==> src/logic/ecc_mem_pkg.sv <==
package ecc_mem_pkg;

    localparam int ECC_DATA_WIDTH   = 22;
    localparam int ECC_PARITY_WIDTH = 6;

    // Stored codeword. The same layout carries the fault-injection pattern.
    typedef struct packed {
        logic [ECC_DATA_WIDTH-1:0]   data;
        logic [ECC_PARITY_WIDTH-1:0] parity;
    } ecc_word_t;

    // Read response after correction.
    typedef struct packed {
        logic [ECC_DATA_WIDTH-1:0] data;
        logic                      sbit_err;
        logic                      dbit_err;
    } rd_rsp_t;

    // Check bits of one data word. Every column has odd weight.
    function automatic logic [ECC_PARITY_WIDTH-1:0] ecc_encode(
        input logic [ECC_DATA_WIDTH-1:0] d
    );
        logic [ECC_PARITY_WIDTH-1:0] p;
        p[0] = d[0] ^ d[1] ^ d[3] ^ d[4] ^ d[6] ^ d[8] ^ d[10]
             ^ d[11] ^ d[13] ^ d[15] ^ d[17] ^ d[19] ^ d[21];
        p[1] = d[0] ^ d[2] ^ d[3] ^ d[5] ^ d[6] ^ d[9] ^ d[10]
             ^ d[12] ^ d[13] ^ d[16] ^ d[17] ^ d[20] ^ d[21];
        p[2] = d[1] ^ d[2] ^ d[3] ^ d[7] ^ d[8] ^ d[9] ^ d[10]
             ^ d[14] ^ d[15] ^ d[16] ^ d[17];
        p[3] = d[4] ^ d[5] ^ d[6] ^ d[7] ^ d[8] ^ d[9] ^ d[10]
             ^ d[18] ^ d[19] ^ d[20] ^ d[21];
        p[4] = d[11] ^ d[12] ^ d[13] ^ d[14] ^ d[15] ^ d[16]
             ^ d[17] ^ d[18] ^ d[19] ^ d[20] ^ d[21];
        p[5] = d[0] ^ d[1] ^ d[2] ^ d[4] ^ d[5] ^ d[7] ^ d[10]
             ^ d[11] ^ d[12] ^ d[14] ^ d[17] ^ d[18] ^ d[21];
        return p;
    endfunction

endpackage

==> src/logic/ecc_22_cal.sv <==
`timescale 1ns/100ps

module ecc_22_cal (
    input  logic [ecc_mem_pkg::ECC_DATA_WIDTH-1:0]   data_in,
    input  logic [ecc_mem_pkg::ECC_PARITY_WIDTH-1:0] parity_in,
    input  logic                                     bypass,
    output logic [ecc_mem_pkg::ECC_DATA_WIDTH-1:0]   data_out,
    output logic [ecc_mem_pkg::ECC_PARITY_WIDTH-1:0] parity_out,
    output logic [ecc_mem_pkg::ECC_DATA_WIDTH-1:0]   mask,
    output logic                                     sbit_err,
    output logic                                     dbit_err
);
    import ecc_mem_pkg::*;

    logic [ECC_PARITY_WIDTH-1:0] syndrome;
    logic                        data_hit;
    logic                        parity_hit;
    logic                        single_err;
    logic                        double_err;

    assign parity_out = ecc_encode(data_in); // Recomputed check bits.
    assign syndrome   = parity_in ^ parity_out;

    // A data bit is in error when the syndrome equals its column of the code.
    always_comb begin
        logic [ECC_DATA_WIDTH-1:0] col_sel;
        mask = '0;
        for (int i = 0; i < ECC_DATA_WIDTH; i++) begin
            col_sel    = '0;
            col_sel[i] = 1'b1;
            if (syndrome == ecc_encode(col_sel)) begin
                mask[i] = 1'b1;
            end
        end
    end

    assign data_hit   = |mask;
    assign parity_hit = $onehot(syndrome); // Check bit flipped, data is intact.
    assign single_err = data_hit | parity_hit;

    // Even weight syndromes never match a column, so they mark two flips.
    assign double_err = (syndrome != '0) && !single_err;

    assign data_out = bypass ? data_in : (data_in ^ mask);
    assign sbit_err = bypass ? 1'b0 : single_err;
    assign dbit_err = bypass ? 1'b0 : double_err;

endmodule

==> src/logic/ecc_write_port.sv <==
`timescale 1ns/100ps

module ecc_write_port #(
    parameter int ADDR_WIDTH = 6
) (
    input  logic                                   clk,
    input  logic                                   rst_n,
    input  logic                                   wr_en,
    input  logic [ADDR_WIDTH-1:0]                  wr_addr,
    input  logic [ecc_mem_pkg::ECC_DATA_WIDTH-1:0] wr_data,
    input  ecc_mem_pkg::ecc_word_t                 wr_flip,
    output logic                                   word_wr_en,
    output logic [ADDR_WIDTH-1:0]                  word_addr,
    output ecc_mem_pkg::ecc_word_t                 word
);
    import ecc_mem_pkg::*;

    ecc_word_t code_word;

    always_comb begin
        code_word.data   = wr_data;
        code_word.parity = ecc_encode(wr_data);
    end

    always_ff @(posedge clk) begin
        if (!rst_n) begin
            word_wr_en <= 1'b0;
        end else begin
            word_wr_en <= wr_en;
        end
    end

    // Injected faults are folded in before the word reaches the array.
    always_ff @(posedge clk) begin
        if (wr_en) begin
            word_addr <= wr_addr;
            word      <= code_word ^ wr_flip;
        end
    end

endmodule

==> src/logic/ecc_mem_array.sv <==
`timescale 1ns/100ps

module ecc_mem_array #(
    parameter int ADDR_WIDTH = 6
) (
    input  logic                   clk,
    input  logic                   rst_n,
    input  logic                   word_wr_en,
    input  logic [ADDR_WIDTH-1:0]  word_addr,
    input  ecc_mem_pkg::ecc_word_t word,
    input  logic                   rd_en,
    input  logic [ADDR_WIDTH-1:0]  rd_addr,
    output logic                   word_valid,
    output logic [ADDR_WIDTH-1:0]  raw_addr,
    output ecc_mem_pkg::ecc_word_t raw_word
);
    import ecc_mem_pkg::*;

    ecc_word_t mem [2**ADDR_WIDTH];

    // Read-first. A same-edge write is seen by the next read.
    always_ff @(posedge clk) begin
        if (word_wr_en) begin
            mem[word_addr] <= word;
        end
        if (rd_en) begin
            raw_word <= mem[rd_addr];
            raw_addr <= rd_addr;
        end
    end

    always_ff @(posedge clk) begin
        if (!rst_n) begin
            word_valid <= 1'b0;
        end else begin
            word_valid <= rd_en;
        end
    end

endmodule

==> src/logic/ecc_read_port.sv <==
`timescale 1ns/100ps

module ecc_read_port #(
    parameter int ADDR_WIDTH = 6
) (
    input  logic                   clk,
    input  logic                   rst_n,
    input  logic                   word_valid,
    input  logic [ADDR_WIDTH-1:0]  raw_addr,
    input  ecc_mem_pkg::ecc_word_t raw_word,
    input  logic                   ecc_bypass,
    output logic                   rd_valid,
    output ecc_mem_pkg::rd_rsp_t   rd_rsp,
    output logic [ADDR_WIDTH-1:0]  rd_rsp_addr
);
    import ecc_mem_pkg::*;

    logic [ECC_DATA_WIDTH-1:0] cor_data;
    logic                      cor_sbit;
    logic                      cor_dbit;

    // Bypass level is taken in the same cycle as the raw word.
    ecc_22_cal ecc_22_cal_inst (
        .data_in    (raw_word.data),
        .parity_in  (raw_word.parity),
        .bypass     (ecc_bypass),
        .data_out   (cor_data),
        .parity_out (),
        .mask       (),
        .sbit_err   (cor_sbit),
        .dbit_err   (cor_dbit)
    );

    always_ff @(posedge clk) begin
        if (!rst_n) begin
            rd_valid <= 1'b0;
        end else begin
            rd_valid <= word_valid;
        end
    end

    // Output stage.
    always_ff @(posedge clk) begin
        if (word_valid) begin
            rd_rsp.data     <= cor_data;
            rd_rsp.sbit_err <= cor_sbit;
            rd_rsp.dbit_err <= cor_dbit;
            rd_rsp_addr     <= raw_addr;
        end
    end

endmodule

==> src/logic/ecc_err_log.sv <==
`timescale 1ns/100ps

module ecc_err_log #(
    parameter int ADDR_WIDTH = 6,
    parameter int CNT_WIDTH  = 16
) (
    input  logic                  clk,
    input  logic                  rst_n,
    input  logic                  rd_valid,
    input  ecc_mem_pkg::rd_rsp_t  rd_rsp,
    input  logic [ADDR_WIDTH-1:0] rd_rsp_addr,
    input  logic                  clr_log,
    output logic [CNT_WIDTH-1:0]  sbit_count,
    output logic [CNT_WIDTH-1:0]  dbit_count,
    output logic [ADDR_WIDTH-1:0] last_err_addr,
    output logic                  err_seen
);

    logic sbit_hit;
    logic dbit_hit;

    assign sbit_hit = rd_valid && rd_rsp.sbit_err;
    assign dbit_hit = rd_valid && rd_rsp.dbit_err;

    always_ff @(posedge clk) begin
        if (!rst_n) begin
            sbit_count    <= '0;
            dbit_count    <= '0;
            last_err_addr <= '0;
            err_seen      <= 1'b0;
        end else if (clr_log) begin // Clear wins over a same-cycle error.
            sbit_count    <= '0;
            dbit_count    <= '0;
            last_err_addr <= '0;
            err_seen      <= 1'b0;
        end else begin
            // Counters hold at all ones.
            if (sbit_hit && (sbit_count != '1)) begin
                sbit_count <= sbit_count + 1'b1;
            end
            if (dbit_hit && (dbit_count != '1)) begin
                dbit_count <= dbit_count + 1'b1;
            end
            if (sbit_hit || dbit_hit) begin
                last_err_addr <= rd_rsp_addr;
                err_seen      <= 1'b1;
            end
        end
    end

endmodule

==> src/logic/ecc_mem_top.sv <==
`timescale 1ns/100ps

module ecc_mem_top #(
    parameter int ADDR_WIDTH = 6,
    parameter int CNT_WIDTH  = 16
) (
    input  logic                                   clk,
    input  logic                                   rst_n,
    input  logic                                   wr_en,
    input  logic [ADDR_WIDTH-1:0]                  wr_addr,
    input  logic [ecc_mem_pkg::ECC_DATA_WIDTH-1:0] wr_data,
    input  ecc_mem_pkg::ecc_word_t                 wr_flip,
    input  logic                                   rd_en,
    input  logic [ADDR_WIDTH-1:0]                  rd_addr,
    input  logic                                   ecc_bypass,
    input  logic                                   clr_log,
    output logic                                   rd_valid,
    output ecc_mem_pkg::rd_rsp_t                   rd_rsp,
    output logic [ADDR_WIDTH-1:0]                  rd_rsp_addr,
    output logic [CNT_WIDTH-1:0]                   sbit_count,
    output logic [CNT_WIDTH-1:0]                   dbit_count,
    output logic [ADDR_WIDTH-1:0]                  last_err_addr,
    output logic                                   err_seen
);
    import ecc_mem_pkg::*;

    logic                  word_wr_en;
    logic [ADDR_WIDTH-1:0] word_addr;
    ecc_word_t             word;
    logic                  word_valid;
    logic [ADDR_WIDTH-1:0] raw_addr;
    ecc_word_t             raw_word;

    ecc_write_port #(
        .ADDR_WIDTH (ADDR_WIDTH)
    ) ecc_write_port_inst (
        .clk        (clk),
        .rst_n      (rst_n),
        .wr_en      (wr_en),
        .wr_addr    (wr_addr),
        .wr_data    (wr_data),
        .wr_flip    (wr_flip),
        .word_wr_en (word_wr_en),
        .word_addr  (word_addr),
        .word       (word)
    );

    ecc_mem_array #(
        .ADDR_WIDTH (ADDR_WIDTH)
    ) ecc_mem_array_inst (
        .clk        (clk),
        .rst_n      (rst_n),
        .word_wr_en (word_wr_en),
        .word_addr  (word_addr),
        .word       (word),
        .rd_en      (rd_en),
        .rd_addr    (rd_addr),
        .word_valid (word_valid),
        .raw_addr   (raw_addr),
        .raw_word   (raw_word)
    );

    ecc_read_port #(
        .ADDR_WIDTH (ADDR_WIDTH)
    ) ecc_read_port_inst (
        .clk         (clk),
        .rst_n       (rst_n),
        .word_valid  (word_valid),
        .raw_addr    (raw_addr),
        .raw_word    (raw_word),
        .ecc_bypass  (ecc_bypass),
        .rd_valid    (rd_valid),
        .rd_rsp      (rd_rsp),
        .rd_rsp_addr (rd_rsp_addr)
    );

    ecc_err_log #(
        .ADDR_WIDTH (ADDR_WIDTH),
        .CNT_WIDTH  (CNT_WIDTH)
    ) ecc_err_log_inst (
        .clk           (clk),
        .rst_n         (rst_n),
        .rd_valid      (rd_valid),
        .rd_rsp        (rd_rsp),
        .rd_rsp_addr   (rd_rsp_addr),
        .clr_log       (clr_log),
        .sbit_count    (sbit_count),
        .dbit_count    (dbit_count),
        .last_err_addr (last_err_addr),
        .err_seen      (err_seen)
    );

endmodule

==> config.mk <==
export PLATFORM = sky130hd
export DESIGN_NAME = ecc_mem_top
export DESIGN_NICKNAME = d
export VERILOG_FILES = /design/src/logic/ecc_mem_pkg.sv /design/src/logic/ecc_22_cal.sv /design/src/logic/ecc_write_port.sv /design/src/logic/ecc_mem_array.sv /design/src/logic/ecc_read_port.sv /design/src/logic/ecc_err_log.sv /design/src/logic/ecc_mem_top.sv
export SDC_FILE = /design/constraint.sdc
export NUM_CORES = 2
export LEC_CHECK = 0
export BUFFER_PORTS_ARGS = -buffer_cell sky130_fd_sc_hd__buf_2
export CAP_MARGIN = 20
export CORE_MARGIN = 4
export CORE_UTILIZATION = 55
export CTS_CLUSTER_SIZE = 30
export DETAILED_ROUTE_END_ITERATION = 10
export PLACE_DENSITY_LB_ADDON = 0.15
export SLEW_MARGIN = 20
export SYNTH_ARGS = -nofsm -noshare
export SYNTH_HDL_FRONTEND = slang
export SYNTH_SLANG_ARGS = --single-unit
==> constraint.sdc <==
create_clock -name clk -period 4.38 [get_ports clk]
set_clock_uncertainty 0.05 [all_clocks]
set_input_delay 0.876 -clock clk [delete_from_list [all_inputs] [get_ports clk]]
set_output_delay 0.876 -clock clk [all_outputs]
set_load 0.1 [all_outputs]
==> flow_metrics.py <==
metrics = {
    "run_status": {
        "status": "complete, no violations",
    },
    "clock_network": {
        "numCtsBuffers": 189,
        "clkTransAtPathRegs_ns": 0.06,
        "cts_buffer_depth": 3,
        "root_buffer": "clkbuf_16",
        "cts-htree-levels": 4,
        "cts_tree": "yes",
        "postCtsHoldBufs": 0,
        "insertion_delay_ns": 0.81,
        "cts_sinks": 1932,
    },
    "detailed_routing": {
        "vias_per_cell": 6.44,
        "post-route-drc-count": 0,
        "vias": 34800,
        "wl_per_cell_um": 33.6,
        "drt_wl_total_mm": 182,
        "ant_nets": 0,
        "firstDrtPassIters": 6,
        "drtIter0Drc": 4595,
    },
    "worst_setup_path": {
        "crit_family": "adder cells",
        "path_buf_inv": 2,
        "worstPathMaxFanout": 3,
        "cp_slowest_cell": "fa_1",
        "worstPathCellList": "xnor2_2 -> xnor2_2 -> xnor2_1 -> xnor2_1 -> xnor2_2 -> inv_1 -> fa_1 -> inv_1 -> fa_1 -> ha_1 -> fa_1 -> nor3b_1 -> a211oi_2 -> nand4b_1 -> nor2b_1",
        "crit_type": "reg -> reg",
        "cp_data_arrival_time_ns": 4.65,
        "cp-end-kind": "flip-flop",
        "worstPathRequired_ns": 4.88,
        "crit_path_start_kind": "flip-flop",
        "max_stage_delay_ns": 0.53,
    },
    "pwr": {
        "seq_power_share": 0.506,
        "p_per_area_nw_per_um2": 494,
        "leakagePower_nw": 26.9,
        "internal_power_mw": 32.3,
        "p_comb_frac": 0.117,
        "clkPwrFrac": 0.378,
        "switchingPower_mw": 9.94,
        "ir_worst_vdd_v": 0.000541,
        "p_sw_frac": 0.236,
    },
    "die": {
        "die-width_um": 376,
        "std_cell_rows": 134,
        "initial_utilization": 0.557,
        "die_area_um2": 142000,
        "die_y_um": 376,
        "num_io_pins": 138,
        "coreArea_um2": 134000,
    },
    "sta": {
        "slew_viol_final": 0,
        "hold_violations": 0,
        "worst_pin_slew_ns": 1.05,
        "period_share": 0.947,
        "slew_headroom": 0.301,
        "fin_tns_setup_ns": 0,
        "fmax_ghz": 0.241,
        "finalCriticalPeriod_ns": 4.15,
        "rsz0062_at_grt": "no",
        "finalSetupViolCount": 0,
    },
    "layout": {
        "drive_gt1_frac": 0.346,
        "layout.nets": 3559,
        "fin_util": 0.637,
        "area_delta_synth_final_pct": 14.4,
        "layoutNonFillerInstCount": 5407,
    },
    "synth": {
        "yosys_most_used_dff": "edfxtp_1",
        "yosysMostFrequentCell": "edfxtp_1",
        "syn_area_per_cell_um2": 23.9,
        "async_flop_share": 0,
        "syn_nets": 3205,
        "synth_edf_count": 1890,
        "syn-instance-count": 3127,
        "synth_seq_area_share": 0.771,
        "yosys.area.top_type": "edfxtp_1",
        "netlist_top_cells_area": "edfxtp_1 (76%), mux4_2 (18%), xnor2_1 (1.2%), dfxtp_1 (1.1%), xor2_1 (0.60%)",
        "ys_top_cells_by_count": "edfxtp_1 (1890), mux4_2 (589), nor2_1 (112)",
        "syn_area_um2": 74700,
        "ys_warn_count": 0,
        "synth_top_area_share": 0.760,
        "synth_seq_cells": 1932,
        "ys_types": 54,
    },
    "placed_design": {
        "place.gp.congestion": 0.873,
        "io_buffers": 137,
        "hpwl_mm": 104,
        "dp.cells": 5047,
    },
    "global_route": {
        "grt_pass1_wl_mm": 261,
        "use_met1": 0.378,
        "grt_remaining_overflow": 0,
        "busiest_layer": "met2",
        "grt_max_degree": 79,
        "use_met3": 0.0462,
        "grt_use_met2": 0.427,
        "antenna_found_initial": 9,
        "first_global_vias": 35400,
        "gr-usage-all-layers": 0.263,
    },
    "flow_run": {
        "cap_violations": 0,
    },
    "min_path": {
        "hp-class": "in -> reg",
    },
}
[registers in the layout, indices dropped and copies added (netlist names), 6 cells and up]
name and flops:
ecc_write_port_inst.word_addr 6, ecc_read_port_inst.rd_rsp_addr 6, ecc_read_port_inst.rd_rsp 24, ecc_err_log_inst.dbit_count 16
ecc_mem_array_inst.mem 1792, ecc_err_log_inst.sbit_count 16, ecc_mem_array_inst.raw_addr 6, ecc_err_log_inst.last_err_addr 6
ecc_write_port_inst.word 28, ecc_mem_array_inst.raw_word 28
[metal layers]
layer	vias to the layer above	part of all wire
met3	286	0.087
met5	-	0.00023
met4	6	0.024
met2	1741	0.50
li1	14000	-
met1	18700	0.39
[cell usage in the layout (no fill, tap or decap), types with 7 or more instances in the layout]
| cell type | count |
|---|---|
| buf_12 | 28 |
| buf_2 | 133 |
| buf_4 | 146 |
| bufinv_16 | 17 |
| clkbuf_1 | 39 |
| clkbuf_16 | 198 |
| clkinv_1 | 46 |
| clkinv_2 | 30 |
| clkinvlp_4 | 7 |
| dfxtp_1 | 42 |
| edfxtp_1 | 1890 |
| ha_1 | 7 |
| inv_1 | 10 |
| mux2i_1 | 8 |
| mux4_2 | 589 |
| nand2_1 | 25 |
| nand3_1 | 38 |
| nand4_1 | 7 |
| nor2_1 | 50 |
| nor2_4 | 62 |
| or2_2 | 7 |
| or3_1 | 7 |
| xnor2_1 | 93 |
| xnor2_2 | 10 |
| xor2_1 | 50 |
[final timing paths]
kind / start / endpoint / slack [ns] / cells past startpoint
max reg2reg: ecc_mem_array_inst.raw_word[16] / ecc_read_port_inst.rd_rsp[1] / 0.23 / 15
min reg2reg: ecc_mem_array_inst.raw_addr[5] / ecc_read_port_inst.rd_rsp_addr[5] / 0.37 / 0
max: ecc_mem_array_inst.raw_word[16] / ecc_read_port_inst.rd_rsp[1] / 0.23 / 15
min: wr_addr[3] / ecc_write_port_inst.word_addr[3] / 0.29 / 1
[worst register-to-register path, stage by stage, from the launching register on]
cell and delay [ns]:
edfxtp_1 0.44, xnor2_2 0.28, xnor2_2 0.16, xnor2_1 0.11, xnor2_1 0.26, xnor2_2 0.17, inv_1 0.12, fa_1 0.51
inv_1 0.06, fa_1 0.47, ha_1 0.23, fa_1 0.53, nor3b_1 0.05, a211oi_2 0.19, nand4b_1 0.13, nor2b_1 0.15
[power groups by stage]
stage | Sequential (mW) | Clock (mW) | Combinational (mW)
after global placement | 21.7 | 0 | 4.70
after CTS | 21.4 | 16.2 | 4.83
after global routing | 21.3 | 17.0 | 5.28
after detailed placement | 21.8 | 0 | 4.80
final | 21.3 | 15.9 | 4.92
after floorplan | 22.3 | 0 | 2.56
[timing repair]
item	CTS	global route
buffers inserted	0	8
resized for setup	0	10
setup endpoints to repair	0	2
[layout make-up]
type	instances	area (um^2)
clock buffers	239	5130
clock inverters	107	953
diodes	3	7.51
fillers	8716	48700
flip-flops and latches	1932	57600
repair buffers	314	2450
multi-input cells	1034	17000
inverters	10	37.5
well taps	1768	2210
[kinds of logic after synthesis]
family                   Yosys count  synth area share
buffers and inverters            161           0.00823
AO/OA/AOI/OAI                     24           0.00233
XOR/XNOR                         166            0.0218
flip-flops                      1932             0.771
multiplexers                     600             0.179
adder cells (fa/ha/maj)           10           0.00198
AND/OR/NAND/NOR                  234            0.0148
[stage by stage]
| stage | worst slack [ns] | power (mW) | hold WS (ns) | cell area (um^2) |
|---|---|---|---|---|
| after floorplan | 0.315 | 24.9 | 0.350 | 74700 |
| after global placement | 0.177 | 26.4 | 0.353 | 79100 |
| after detailed placement | 0.147 | 26.6 | 0.355 | 79100 |
| after CTS | 0.108 | 42.4 | 0.214 | 85200 |
| after global routing | 0.0312 | 43.6 | 0.242 | 85400 |
| final | 0.233 | 42.2 | 0.287 | 85400 |
Power figures use the tool's default switching activity.
